[src/hdl/cryo_pkg.sv]
package cryo_pkg;

	// Local bus
	localparam int LB_AW = 17;
	localparam int LB_DW = 32;
	// Offset within one half of the address space
	localparam int LB_OFS_W = LB_AW - 1;

	// Field and drive datapath
	localparam int FIELD_W = 18;
	localparam int FIELD_MAX = 2**(FIELD_W-1) - 1;
	localparam int KP_W = 12;
	localparam int KP_SHIFT = 8;
	// Error is one bit wider than a field, gain gets a sign bit
	localparam int PROD_W = (FIELD_W + 1) + (KP_W + 1);

	typedef logic signed [FIELD_W-1:0] field_t;

	// Cavity model
	localparam int SHIFT_W = 4;
	localparam int DECAY_SHIFT_RST = 3;
	localparam int SAMPLE_DIV = 4;
	localparam int DIV_W = $clog2(SAMPLE_DIV);

	// Sample FIFO
	localparam int FIFO_AW = 4;
	localparam int FIFO_DEPTH = 2**FIFO_AW;

	// Controller half, lb_addr[16] clear
	localparam logic [LB_OFS_W-1:0] REG_SETPOINT = 'd0;
	localparam logic [LB_OFS_W-1:0] REG_KP = 'd1;
	localparam logic [LB_OFS_W-1:0] REG_FF = 'd2;
	localparam logic [LB_OFS_W-1:0] REG_CTRL = 'd3;
	localparam logic [LB_OFS_W-1:0] REG_LAST_FIELD = 'd4;
	localparam logic [LB_OFS_W-1:0] REG_DRIVE = 'd5;
	localparam logic [LB_OFS_W-1:0] REG_STATUS = 'd6;
	localparam logic [LB_OFS_W-1:0] REG_LEVEL = 'd7;

	// Simulator half, lb_addr[16] set
	localparam logic [LB_OFS_W-1:0] REG_SHIFT = 'd0;
	localparam logic [LB_OFS_W-1:0] REG_SIM_EN = 'd1;
	localparam logic [LB_OFS_W-1:0] REG_FIELD = 'd2;
	localparam logic [LB_OFS_W-1:0] REG_COUNT = 'd3;

endpackage

[src/hdl/lb_decode.sv]
`timescale 1ns/1ps

module lb_decode import cryo_pkg::*; (
	input  logic                 clk1x,
	input  logic                 rst_n,

	// Local bus
	input  logic [LB_AW-1:0]     lb_addr,
	input  logic [LB_DW-1:0]     lb_data,
	input  logic                 lb_write,
	input  logic                 lb_read,
	output logic [LB_DW-1:0]     lb_out,

	// Status gathered from the loop
	input  field_t               last_field,
	input  field_t               drive,
	input  field_t               field,
	input  logic [31:0]          sample_count,
	input  logic [FIFO_AW:0]     level,
	input  logic                 overflow,

	// Controller settings
	output field_t               setpoint,
	output field_t               ff_drive,
	output logic [KP_W-1:0]      kp,
	output logic                 hold,

	// Simulator settings
	output logic [SHIFT_W-1:0]   decay_shift,
	output logic                 sim_en,

	output logic                 ovf_clear
);

	logic                sim_sel;
	logic [LB_OFS_W-1:0] ofs;
	logic [LB_DW-1:0]    rd_word;

	// Upper half belongs to the simulator
	assign sim_sel = lb_addr[LB_AW-1];
	assign ofs = lb_addr[LB_OFS_W-1:0];

	// Write-one-to-clear on the status register
	assign ovf_clear = lb_write && !sim_sel && (ofs == REG_STATUS) && lb_data[0];

	always_ff @(posedge clk1x) begin
		if (!rst_n) begin
			setpoint <= '0;
			ff_drive <= '0;
			kp <= '0;
			hold <= 1'b0;
			decay_shift <= SHIFT_W'(DECAY_SHIFT_RST);
			sim_en <= 1'b0;
		end else if (lb_write) begin
			if (sim_sel) begin
				case (ofs)
					REG_SHIFT:  decay_shift <= lb_data[SHIFT_W-1:0];
					REG_SIM_EN: sim_en <= lb_data[0];
					default: ;
				endcase
			end else begin
				case (ofs)
					REG_SETPOINT: setpoint <= field_t'(lb_data[FIELD_W-1:0]);
					REG_KP:       kp <= lb_data[KP_W-1:0];
					REG_FF:       ff_drive <= field_t'(lb_data[FIELD_W-1:0]);
					REG_CTRL:     hold <= lb_data[0];
					default: ;
				endcase
			end
		end
	end

	// Read mux, field values sign-extended, the rest zero-extended
	always_comb begin
		rd_word = '0;
		if (sim_sel) begin
			case (ofs)
				REG_SHIFT:  rd_word = LB_DW'(decay_shift);
				REG_SIM_EN: rd_word = LB_DW'(sim_en);
				REG_FIELD:  rd_word = LB_DW'(field);
				REG_COUNT:  rd_word = LB_DW'(sample_count);
				default:    rd_word = '0;
			endcase
		end else begin
			case (ofs)
				REG_SETPOINT:   rd_word = LB_DW'(setpoint);
				REG_KP:         rd_word = LB_DW'(kp);
				REG_FF:         rd_word = LB_DW'(ff_drive);
				REG_CTRL:       rd_word = LB_DW'(hold);
				REG_LAST_FIELD: rd_word = LB_DW'(last_field);
				REG_DRIVE:      rd_word = LB_DW'(drive);
				REG_STATUS:     rd_word = LB_DW'(overflow);
				REG_LEVEL:      rd_word = LB_DW'(level);
				default:        rd_word = '0;
			endcase
		end
	end

	// Read data holds until the next read strobe
	always_ff @(posedge clk1x) begin
		if (!rst_n) begin
			lb_out <= '0;
		end else if (lb_read) begin
			lb_out <= rd_word;
		end
	end

endmodule

[src/hdl/cavity_model.sv]
`timescale 1ns/1ps

module cavity_model import cryo_pkg::*; (
	input  logic                clk1x,
	input  logic                rst_n,

	input  logic                sim_en,
	input  logic [SHIFT_W-1:0]  decay_shift,
	input  field_t              drive,

	// Sample stream to the FIFO
	output logic                samp_valid,
	output field_t              samp_field,

	// Status
	output field_t              field,
	output logic [31:0]         sample_count
);

	logic [DIV_W-1:0]       div;
	logic                   tick;
	logic signed [FIELD_W:0] diff;
	logic signed [FIELD_W:0] step;
	logic signed [FIELD_W:0] next_ext;
	field_t                 field_next;

	// Update slot at the end of each divider period
	assign tick = sim_en && (div == DIV_W'(SAMPLE_DIV - 1));

	// First-order response, one extra bit keeps the difference exact
	always_comb begin
		diff = (FIELD_W+1)'(drive) - (FIELD_W+1)'(field);
		// Arithmetic shift rounds toward minus infinity
		step = diff >>> decay_shift;
		next_ext = (FIELD_W+1)'(field) + step;
		// Result lies between field and drive so it always fits
		field_next = field_t'(next_ext[FIELD_W-1:0]);
	end

	always_ff @(posedge clk1x) begin
		if (!rst_n) begin
			div <= '0;
		end else if (sim_en) begin
			if (tick) begin
				div <= '0;
			end else begin
				div <= div + 1'b1;
			end
		end
	end

	always_ff @(posedge clk1x) begin
		if (!rst_n) begin
			field <= '0;
			sample_count <= '0;
			samp_valid <= 1'b0;
		end else begin
			samp_valid <= tick;
			if (tick) begin
				field <= field_next;
				sample_count <= sample_count + 32'd1;
			end
		end
	end

	// New field and its valid pulse leave on the same edge
	assign samp_field = field;

	// A frozen model emits nothing on the following cycle
	a_no_sample_when_frozen: assert property (
		@(posedge clk1x) disable iff (!rst_n)
		!sim_en |=> !samp_valid
	);

endmodule

[src/hdl/sample_fifo.sv]
`timescale 1ns/1ps

module sample_fifo import cryo_pkg::*; (
	input  logic              clk1x,
	input  logic              rst_n,

	// Write side from the cavity model
	input  logic              wr_en,
	input  field_t            wr_data,

	// Read side to the controller
	input  logic              rd_en,
	output field_t            rd_data,
	output logic              empty,

	input  logic              ovf_clear,
	output logic [FIFO_AW:0]  level,
	output logic              overflow
);

	field_t             mem [FIFO_DEPTH];
	logic [FIFO_AW-1:0] wr_ptr;
	logic [FIFO_AW-1:0] rd_ptr;
	logic [FIFO_AW:0]   count;
	logic               full;
	logic               wr_ok;
	logic               rd_ok;

	assign full = (count == (FIFO_AW+1)'(FIFO_DEPTH));
	assign empty = (count == '0);
	assign level = count;

	// Writes into a full buffer are lost
	assign wr_ok = wr_en && !full;
	assign rd_ok = rd_en && !empty;

	always_ff @(posedge clk1x) begin
		if (wr_ok) begin
			mem[wr_ptr] <= wr_data;
		end
		if (rd_ok) begin
			rd_data <= mem[rd_ptr];
		end
	end

	always_ff @(posedge clk1x) begin
		if (!rst_n) begin
			wr_ptr <= '0;
			rd_ptr <= '0;
			count <= '0;
			overflow <= 1'b0;
		end else begin
			if (wr_ok) begin
				wr_ptr <= wr_ptr + 1'b1;
			end
			if (rd_ok) begin
				rd_ptr <= rd_ptr + 1'b1;
			end
			count <= count + (FIFO_AW+1)'(wr_ok) - (FIFO_AW+1)'(rd_ok);
			if (ovf_clear) begin
				overflow <= 1'b0;
			end
			// A new drop wins over a clear in the same cycle
			if (wr_en && full) begin
				overflow <= 1'b1;
			end
		end
	end

	a_no_read_when_empty: assert property (
		@(posedge clk1x) disable iff (!rst_n)
		rd_en |-> !empty
	);

	a_level_in_range: assert property (
		@(posedge clk1x) disable iff (!rst_n)
		count <= (FIFO_AW+1)'(FIFO_DEPTH)
	);

endmodule

[src/hdl/fdbk_core.sv]
`timescale 1ns/1ps

module fdbk_core import cryo_pkg::*; (
	input  logic              clk1x,
	input  logic              rst_n,

	// FIFO read side
	input  logic              empty,
	input  field_t            rd_data,
	output logic              rd_en,

	// Settings
	input  logic              hold,
	input  field_t            setpoint,
	input  logic [KP_W-1:0]   kp,
	input  field_t            ff_drive,

	output field_t            last_field,
	output field_t            drive
);

	logic                     data_vld;
	logic                     prod_vld;
	logic signed [FIELD_W:0]  err;
	logic signed [PROD_W-1:0] prod;
	logic signed [PROD_W-1:0] prod_q;
	field_t                   field_q;
	logic signed [PROD_W-1:0] sum;
	field_t                   drive_sat;

	// Drain the FIFO whenever allowed, one sample per cycle
	assign rd_en = !empty && !hold;

	// Stage 1, error and gain product
	always_comb begin
		err = (FIELD_W+1)'(setpoint) - (FIELD_W+1)'(rd_data);
		prod = err * $signed({1'b0, kp});
	end

	// Stage 2, feedforward plus scaled product, then clip
	always_comb begin
		sum = PROD_W'(ff_drive) + (prod_q >>> KP_SHIFT);
		if (sum > FIELD_MAX) begin
			drive_sat = field_t'(FIELD_MAX);
		end else if (sum < -FIELD_MAX) begin
			drive_sat = field_t'(-FIELD_MAX);
		end else begin
			drive_sat = field_t'(sum[FIELD_W-1:0]);
		end
	end

	// Valid flags follow each sample down the pipe
	always_ff @(posedge clk1x) begin
		if (!rst_n) begin
			data_vld <= 1'b0;
			prod_vld <= 1'b0;
		end else begin
			data_vld <= rd_en;
			prod_vld <= data_vld;
		end
	end

	always_ff @(posedge clk1x) begin
		if (data_vld) begin
			prod_q <= prod;
			field_q <= rd_data;
		end
	end

	// Field and the drive computed from it change together
	always_ff @(posedge clk1x) begin
		if (!rst_n) begin
			last_field <= '0;
			drive <= '0;
		end else if (prod_vld) begin
			last_field <= field_q;
			drive <= drive_sat;
		end
	end

	a_drive_in_bounds: assert property (
		@(posedge clk1x) disable iff (!rst_n)
		(drive <= FIELD_MAX) && (drive >= -FIELD_MAX)
	);

endmodule

[src/hdl/cryomodule.sv]
`timescale 1ns/1ps

module cryomodule import cryo_pkg::*; (
	input  logic              clk1x,
	input  logic              rst_n,

	// Simulator in the upper half, controller in the lower half
	input  logic [LB_AW-1:0]  lb_addr,
	input  logic [LB_DW-1:0]  lb_data,
	input  logic              lb_write,
	input  logic              lb_read,
	output logic [LB_DW-1:0]  lb_out
);

	// Controller settings
	field_t               setpoint;
	field_t               ff_drive;
	logic [KP_W-1:0]      kp;
	logic                 hold;

	// Simulator settings
	logic [SHIFT_W-1:0]   decay_shift;
	logic                 sim_en;

	// Sample path through the FIFO
	logic                 samp_valid;
	field_t               samp_field;
	logic                 rd_en;
	field_t               rd_data;
	logic                 empty;
	logic [FIFO_AW:0]     level;
	logic                 overflow;
	logic                 ovf_clear;

	// Loop state
	field_t               field;
	field_t               last_field;
	field_t               drive;
	logic [31:0]          sample_count;

	lb_decode lb_decode0 (
		.clk1x(clk1x), .rst_n(rst_n),
		.lb_addr(lb_addr), .lb_data(lb_data),
		.lb_write(lb_write), .lb_read(lb_read), .lb_out(lb_out),
		.last_field(last_field), .drive(drive), .field(field),
		.sample_count(sample_count), .level(level), .overflow(overflow),
		.setpoint(setpoint), .ff_drive(ff_drive), .kp(kp), .hold(hold),
		.decay_shift(decay_shift), .sim_en(sim_en),
		.ovf_clear(ovf_clear)
	);

	cavity_model cavity0 (
		.clk1x(clk1x), .rst_n(rst_n),
		.sim_en(sim_en), .decay_shift(decay_shift), .drive(drive),
		.samp_valid(samp_valid), .samp_field(samp_field),
		.field(field), .sample_count(sample_count)
	);

	sample_fifo fifo0 (
		.clk1x(clk1x), .rst_n(rst_n),
		.wr_en(samp_valid), .wr_data(samp_field),
		.rd_en(rd_en), .rd_data(rd_data), .empty(empty),
		.ovf_clear(ovf_clear), .level(level), .overflow(overflow)
	);

	// Drive closes the loop back into the cavity model
	fdbk_core fdbk0 (
		.clk1x(clk1x), .rst_n(rst_n),
		.empty(empty), .rd_data(rd_data), .rd_en(rd_en),
		.hold(hold), .setpoint(setpoint), .kp(kp), .ff_drive(ff_drive),
		.last_field(last_field), .drive(drive)
	);

endmodule

[config.mk]
export PLATFORM = sky130hd
export DESIGN_NAME = cryomodule
export DESIGN_NICKNAME = d
export VERILOG_FILES = /design/src/hdl/cryo_pkg.sv /design/src/hdl/lb_decode.sv /design/src/hdl/cavity_model.sv /design/src/hdl/sample_fifo.sv /design/src/hdl/fdbk_core.sv /design/src/hdl/cryomodule.sv
export SDC_FILE = /design/constraint.sdc
export NUM_CORES = 2
export LEC_CHECK = 0
export BUFFER_PORTS_ARGS = -buffer_cell sky130_fd_sc_hd__buf_2
export CAP_MARGIN = 20
export CORE_MARGIN = 2
export CORE_UTILIZATION = 40
export DETAILED_ROUTE_END_ITERATION = 16
export GPL_ROUTABILITY_DRIVEN = 0
export GPL_TIMING_DRIVEN = 0
export PLACE_DENSITY = 0.57
export SLEW_MARGIN = 25
export SYNTH_ARGS = -nofsm -noshare
export SYNTH_HDL_FRONTEND = slang
export SYNTH_SLANG_ARGS = --single-unit
[constraint.sdc]
create_clock -name clk1x -period 17.9 [get_ports clk1x]
set_clock_uncertainty 0.05 [all_clocks]
set_input_delay 3.58 -clock clk1x [delete_from_list [all_inputs] [get_ports clk1x]]
set_output_delay 3.58 -clock clk1x [all_outputs]
set_load 0.02 [all_outputs]
# Word level (Yosys, flattened, before mapping)
# Memory sizes are Yosys's and may differ from the RTL's. A register that Yosys moved wholly into a read port is not among the register bits.
# Index checks and enable logic that the tools add are counted.
# Widths: inputs -> output; s select.
[totals]
wordCells = 77
regBits = 241
memories = 1
out_inout_bits = 32
input_bits = 53
ram_bits = 288
[op_classes]
n_reduce_logical = 21
shift = 1
muxes = 10
n_eq_ne = 9
bitwise_logic = 1
n_mul = 1
magnitude_cmp = 2
add_sub_neg = 10
[mem_list]
columns = ["memory", "depth", "word_bits", "rd", "rd_ports_with_merged_regs", "write_ports", "line", "rtl"]
rows = [
  ["fifo0.mem", 16, 18, 1, 1, 1, "sample_fifo.sv:21", "field_t mem [FIFO_DEPTH];"],
]
[ops]
columns = ["op", "count"]
rows = [
  ["$pmux 32 s8", 1],
  ["$pmux 32 s4", 1],
  ["$eq 16x3->1 const B", 4],
  ["$sub 18x18->19", 2],
  ["$mux 18", 2],
  ["$add 32x1->32 const B", 1],
  ["$eq 16x2->1 const B", 2],
  ["$gt 32x18->1 const B", 1],
  ["$lt 32x18->1 const B", 1],
  ["$mul 19x13->32", 1],
  ["$mux 32", 1],
  ["$add 18x24->25", 1],
  ["$sshr 19x4->18", 1],
  ["$add 18x18->18", 1],
  ["$reduce_and 3->1", 6],
  ["$eq 16x1->1 const B", 1],
  ["$logic_not 16->1", 1],
  ["$add 4x1->4 const B", 2],
  ["$logic_and 1x1->1", 8],
  ["$add 5x1->5", 1],
  ["$eq 5x5->1 const B", 1],
  ["$logic_not 5->1", 1],
  ["$sub 5x1->5", 1],
  ["$logic_not 1->1", 4],
  ["6 further kinds", 9],
]

# Logic depth before layout (Yosys ltp)
[depth]
depth_word = 6
depth_mapped = 35
depth_no_buf = 35

# Modules after synthesis
# A second synthesis with hierarchy kept.
[hier_totals]
hier_cells = 3273
area_unflattened_um2 = 35238.8
[modules_own_cells]
columns = ["module", "seq_area_each_um2", "instances", "cells_per_inst", "area_each_um2"]
rows = [
  ["fdbk_core", 2021.9, 1, 1453, 13201.4],
  ["sample_fifo", 9469.1, 1, 567, 12180.4],
  ["cavity_model", 1061.0, 1, 669, 5104.9],
  ["lb_decode", 1721.7, 1, 584, 4752.1],
]

# Least setup slack after synthesis
# OpenSTA, ideal clock, no wires.
[synth_timing]
kind = "register to register"
startpoint = "register fifo0.rd_data[1], read port of fifo0.mem"
endpoint = "register fdbk0.prod_q[28] (data pin)"
period_less_slack_ns = 7.514
setup_time_ns = 0.258
slack_ns = 10.386
t_arrival_ns = 7.205
stages_incl_launch_ff = 32
path_buffers = 1
required_ns = 17.592
path_cell_list = "edfxtp_1 -> inv_1 -> ha_1 -> nor2b_1 -> o21ai_0 -> a21boi_0 -> o21ai_0 -> nand2b_1 -> a31oi_1 -> o211a_1 -> a2111oi_0 -> or4_1 -> a21oi_1 -> clkbuf_1 -> and3b_1 -> fa_1 -> inv_1 -> fa_1 -> inv_1 -> fa_1 -> fa_1 -> inv_1 -> fa_1 -> inv_1 -> ha_1 -> a21o_1 -> a21o_1 -> a21o_1 -> o21a_1 -> a41o_1 -> a211oi_1 -> nor2_1"
[synth_via]
elab_chain_len = 2
[synth_lines]
columns = ["item", "line", "rtl"]
rows = [
  ["from (decl)", "sample_fifo.sv:13", "output field_t rd_data,"],
  ["$sub 18x18->19", "fdbk_core.sv:36", "err = (FIELD_W+1)'(setpoint) - (FIELD_W+1)'(rd_data);"],
  ["$mul 19x13->32", "fdbk_core.sv:37", "prod = err * $signed({1'b0, kp});"],
  ["named net fdbk0.prod[28]", "fdbk_core.sv:25", "logic signed [PROD_W-1:0] prod;"],
  ["to (signal assigned)", "fdbk_core.sv:65", "prod_q <= prod;"],
  ["to (decl)", "fdbk_core.sv:26", "logic signed [PROD_W-1:0] prod_q;"],
]
# The timed path passes the listed nets, and every way through them passes these cells.
# A chain may end at the register's enable or synchronous reset.

# Worst setup path in the final report
[layout_timing]
startpoint = "register fifo0.rd_data[0], read port of fifo0.mem"
endpoint = "register fdbk0.prod_q[31] (data pin)"
# Same word-level chain as after synthesis.

==> impl_metrics.json <==
{
  "rsz0062_at_grt": "no",
  "synth_area_leaders": "edfxtp_1 31%, fa_1 13%, dfxtp_1 11%",
  "die_w_um": 294,
  "pre_cts_ws_ns": 8.98,
  "grt_overflow": 0,
  "seq_area_frac_synth_pct": 42.5,
  "critPathArrivalTime_ns": 9.30,
  "grt_first_pass_wirelength_mm": 145,
  "critPathTopFamily": "adder cells",
  "synth_fp_nets": 3469,
  "yosysTopAreaCellShare_pct": 31.1,
  "hold-path-cell-count": 0,
  "worstPathMaxFanout": 10,
  "synth.largest_area_cell": "edfxtp_1",
  "synth_seq_cells": 539,
  "hold_class": "flip-flop to flip-flop",
  "worst_slack_ns": 8.92,
  "ir_drop_mv": 0.0710,
  "dieArea_mm2": 0.0863,
  "endpoint_kind": "flip-flop",
  "holdBufCountCts": 0,
  "clock_latency_ns": 0.64,
  "drive_above_1_share_pct": 10.0,
  "finalSetupViolCount": 0,
  "cts_tree": "built",
  "crit_required_ns": 18.23,
  "rows": 106,
  "avgViaCountPerCell": 5.48,
  "h-tree-depth": 2,
  "relSlewSlack_pct": 32.1,
  "hold_violations": 0,
  "multi_input_comb_area_mm2": 0.0175,
  "fill_cells": 7760,
  "antenna_found_initial": 6,
  "grtUsageMet3_pct": 3.27,
  "whs_ns": 0.406,
  "clockBufferDepth": 3,
  "synth-main-ff-cell": "edfxtp_1",
  "regArea_mm2": 0.0143,
  "grt_max_degree": 44,
  "grtUsageMet1_pct": 33.2,
  "drtPass1Iterations": 5,
  "reg2regPathDepth": 33,
  "start_kind": "flip-flop",
  "post_cts_resized": 0,
  "cp_num_cells": 33,
  "grt_use_met2_pct": 34.1,
  "worstSetupPathType": "flip-flop to flip-flop",
  "ant_nets": 0,
  "top_usage_layer": "met2",
  "total_power_mw": 3.70,
  "place_hpwl_mm": 73.7,
  "port-buffer-count": 66,
  "remaining_drc_errors": 0,
  "synth-edff-count": 348,
  "post-route-util_pct": 44.9,
  "critPathMaxStageDelay_ns": 0.56,
  "grt_pass1_vias": 22900,
  "ys_async_sr_fraction_pct": 0,
  "nets": 3607,
  "vias": 23600,
  "crit_top_cell": "fa_1",
  "cts_setup_buffers": 0,
  "clkSlewWorstSetupHoldPaths_ns": 0.06,
  "period_share_pct": 50.2,
  "yosys_warnings": 0,
  "timing.final.max_slew_violations": 0,
  "crit_slowest_cell": "clkbuf_1",
  "clock_sinks": 539,
  "synth.distinct_cells": 74,
  "ios": 85,
  "finalCriticalPeriod_ns": 8.98,
  "cap_violations": 0,
  "fmax_ghz": 0.111,
  "root_buffer": "clkbuf_16",
  "area_growth_pct": 11.7,
  "synthCells": 3047,
  "outcome": "finished, final reports clean",
  "cp_num_buf_inv": 6,
  "syn_area_per_cell_um2": 11.0,
  "track_usage_pct": 22.3,
  "leakagePower_nw": 14.9,
  "drtIter0Drc": 2214,
  "powerDensity_mw_per_mm2": 98.6,
  "cts_buffers": 54,
  "wire_per_inst_um": 22.2,
  "core-area_mm2": 0.0834,
  "synthesis.area_mm2": 0.0336,
  "wl_mm": 95.7,
  "start_util_pct": 40.2,
  "die_h_um": 294,
  "fin_setup_tns_ns": 0,
  "worstMarginPinSlew_ns": 1.02
}
## cells in the final DEF, fill, tap and decap left out, drive strengths merged, types with 14 or more instances in the layout
cell | Yosys | routed
o211a | 20 | 20
a21oi | 179 | 179
clkbuf | 140 | 220
clkinv | 0 | 14
a211oi | 27 | 27
xnor2 | 72 | 72
a21o | 24 | 24
a31oi | 14 | 14
buf | 16 | 96
and2 | 102 | 102
fa | 210 | 210
nor3 | 36 | 36
mux2i | 67 | 67
inv | 351 | 355
nor2b | 26 | 26
mux4 | 95 | 95
ha | 159 | 159
o21ai | 100 | 100
a22oi | 29 | 29
nand2b | 17 | 17
o221ai | 15 | 15
and3 | 17 | 17
nand2 | 303 | 303
nand3 | 41 | 41
xor2 | 55 | 55
nor2 | 212 | 212
dfxtp | 191 | 191
edfxtp | 348 | 348
## path summary, 6_finish.rpt
kind	slack, ns	endpoint	from
setup / recovery	8.92	fdbk0.prod_q[31]$_DFFE_PP_	fifo0.rd_data[0]$_DFFE_PP_
setup reg to reg	8.92	fdbk0.prod_q[31]$_DFFE_PP_	fifo0.rd_data[0]$_DFFE_PP_
hold / removal	0.41	fdbk0.field_q[3]$_DFFE_PP_	fifo0.rd_data[3]$_DFFE_PP_
hold reg to reg	0.41	fdbk0.field_q[3]$_DFFE_PP_	fifo0.rd_data[3]$_DFFE_PP_
## where the power goes
part / switching (mW) / internal [mW] / total (mW) / leakage [nW]
Clock: 0.507 / 0.662 / 1.17 / 0.896
Sequential: 0.0870 / 1.41 / 1.50 / 4.82
Combinational: 0.620 / 0.411 / 1.03 / 9.18
Total: 1.21 / 2.48 / 3.70 / 14.9
## per-stage QoR
step | cell area, um2 | cells
3_5_place_dp | 35600 | 4209
4_1_cts | 37500 | 4310
6_report | 37500 | 4312
3_3_place_gp | 35300 | 4193
5_1_grt | 37500 | 4310
2_1_floorplan | 33600 | 3047
## flip-flops by register name, indices dropped and copies added (netlist names)
signal,count
fdbk0.last_field,18
lb_decode0.setpoint,18
fdbk0.prod_q,24
cavity0.sample_count,32
lb_decode0.lb_out,32
lb_decode0.hold,1
fifo0.mem,288
fdbk0.data_vld,1
fifo0.wr_ptr,4
fifo0.rd_data,18
cavity0.div,2
lb_decode0.kp,12
lb_decode0.ff_drive,18
lb_decode0.sim_en,1
fdbk0.prod_vld,1
cavity0.field,18
fifo0.level,5
fdbk0.drive,18
fdbk0.field_q,18
cavity0.samp_valid,1
fifo0.overflow,1
fifo0.rd_ptr,4
lb_decode0.decay_shift,4
## cells in the mapped netlist, drive strengths merged, types with 26 or more instances
master / instances
nor2: 212
fa: 210
nand2: 303
a22oi: 29
o21ai: 100
ha: 159
clkbuf: 140
xor2: 55
xnor2: 72
a211oi: 27
mux4: 95
dfxtp: 191
a21oi: 179
nor3: 36
nor2b: 26
and2: 102
inv: 351
nand3: 41
edfxtp: 348
mux2i: 67
## logic make-up after synthesis
kind of cell / count (synthesis) / share of synthesized area (%)
AO/OA/AOI/OAI: 500 / 9.68
XOR/XNOR: 127 / 3.31
adder cells (fa/ha/maj): 369 / 18.5
buffers and inverters: 507 / 5.68
flip-flops: 539 / 42.5
multiplexers: 172 / 8.71
AND/OR/NAND/NOR: 833 / 11.6
## layer usage
layer  share of wire [%]  up-vias
li1                    -    10900
met1                  46    11800
met2                  44      802
met3                 7.7      136
met4                 2.6        6
met5               0.046        -
## final cells by class
type                       instances  share of cell area [%]
antenna                            2                  0.0133
buffer                           156                    1.59
clock buffer                      78                    4.20
clock inverter                    23                   0.701
inverter                         351                    3.51
multi-input combinational       2001                    46.7
sequential                       539                    38.1
tap                             1080                    3.60
timing repair buffer              82                    1.56
No activity file was read; power rests on OpenSTA's default activity.
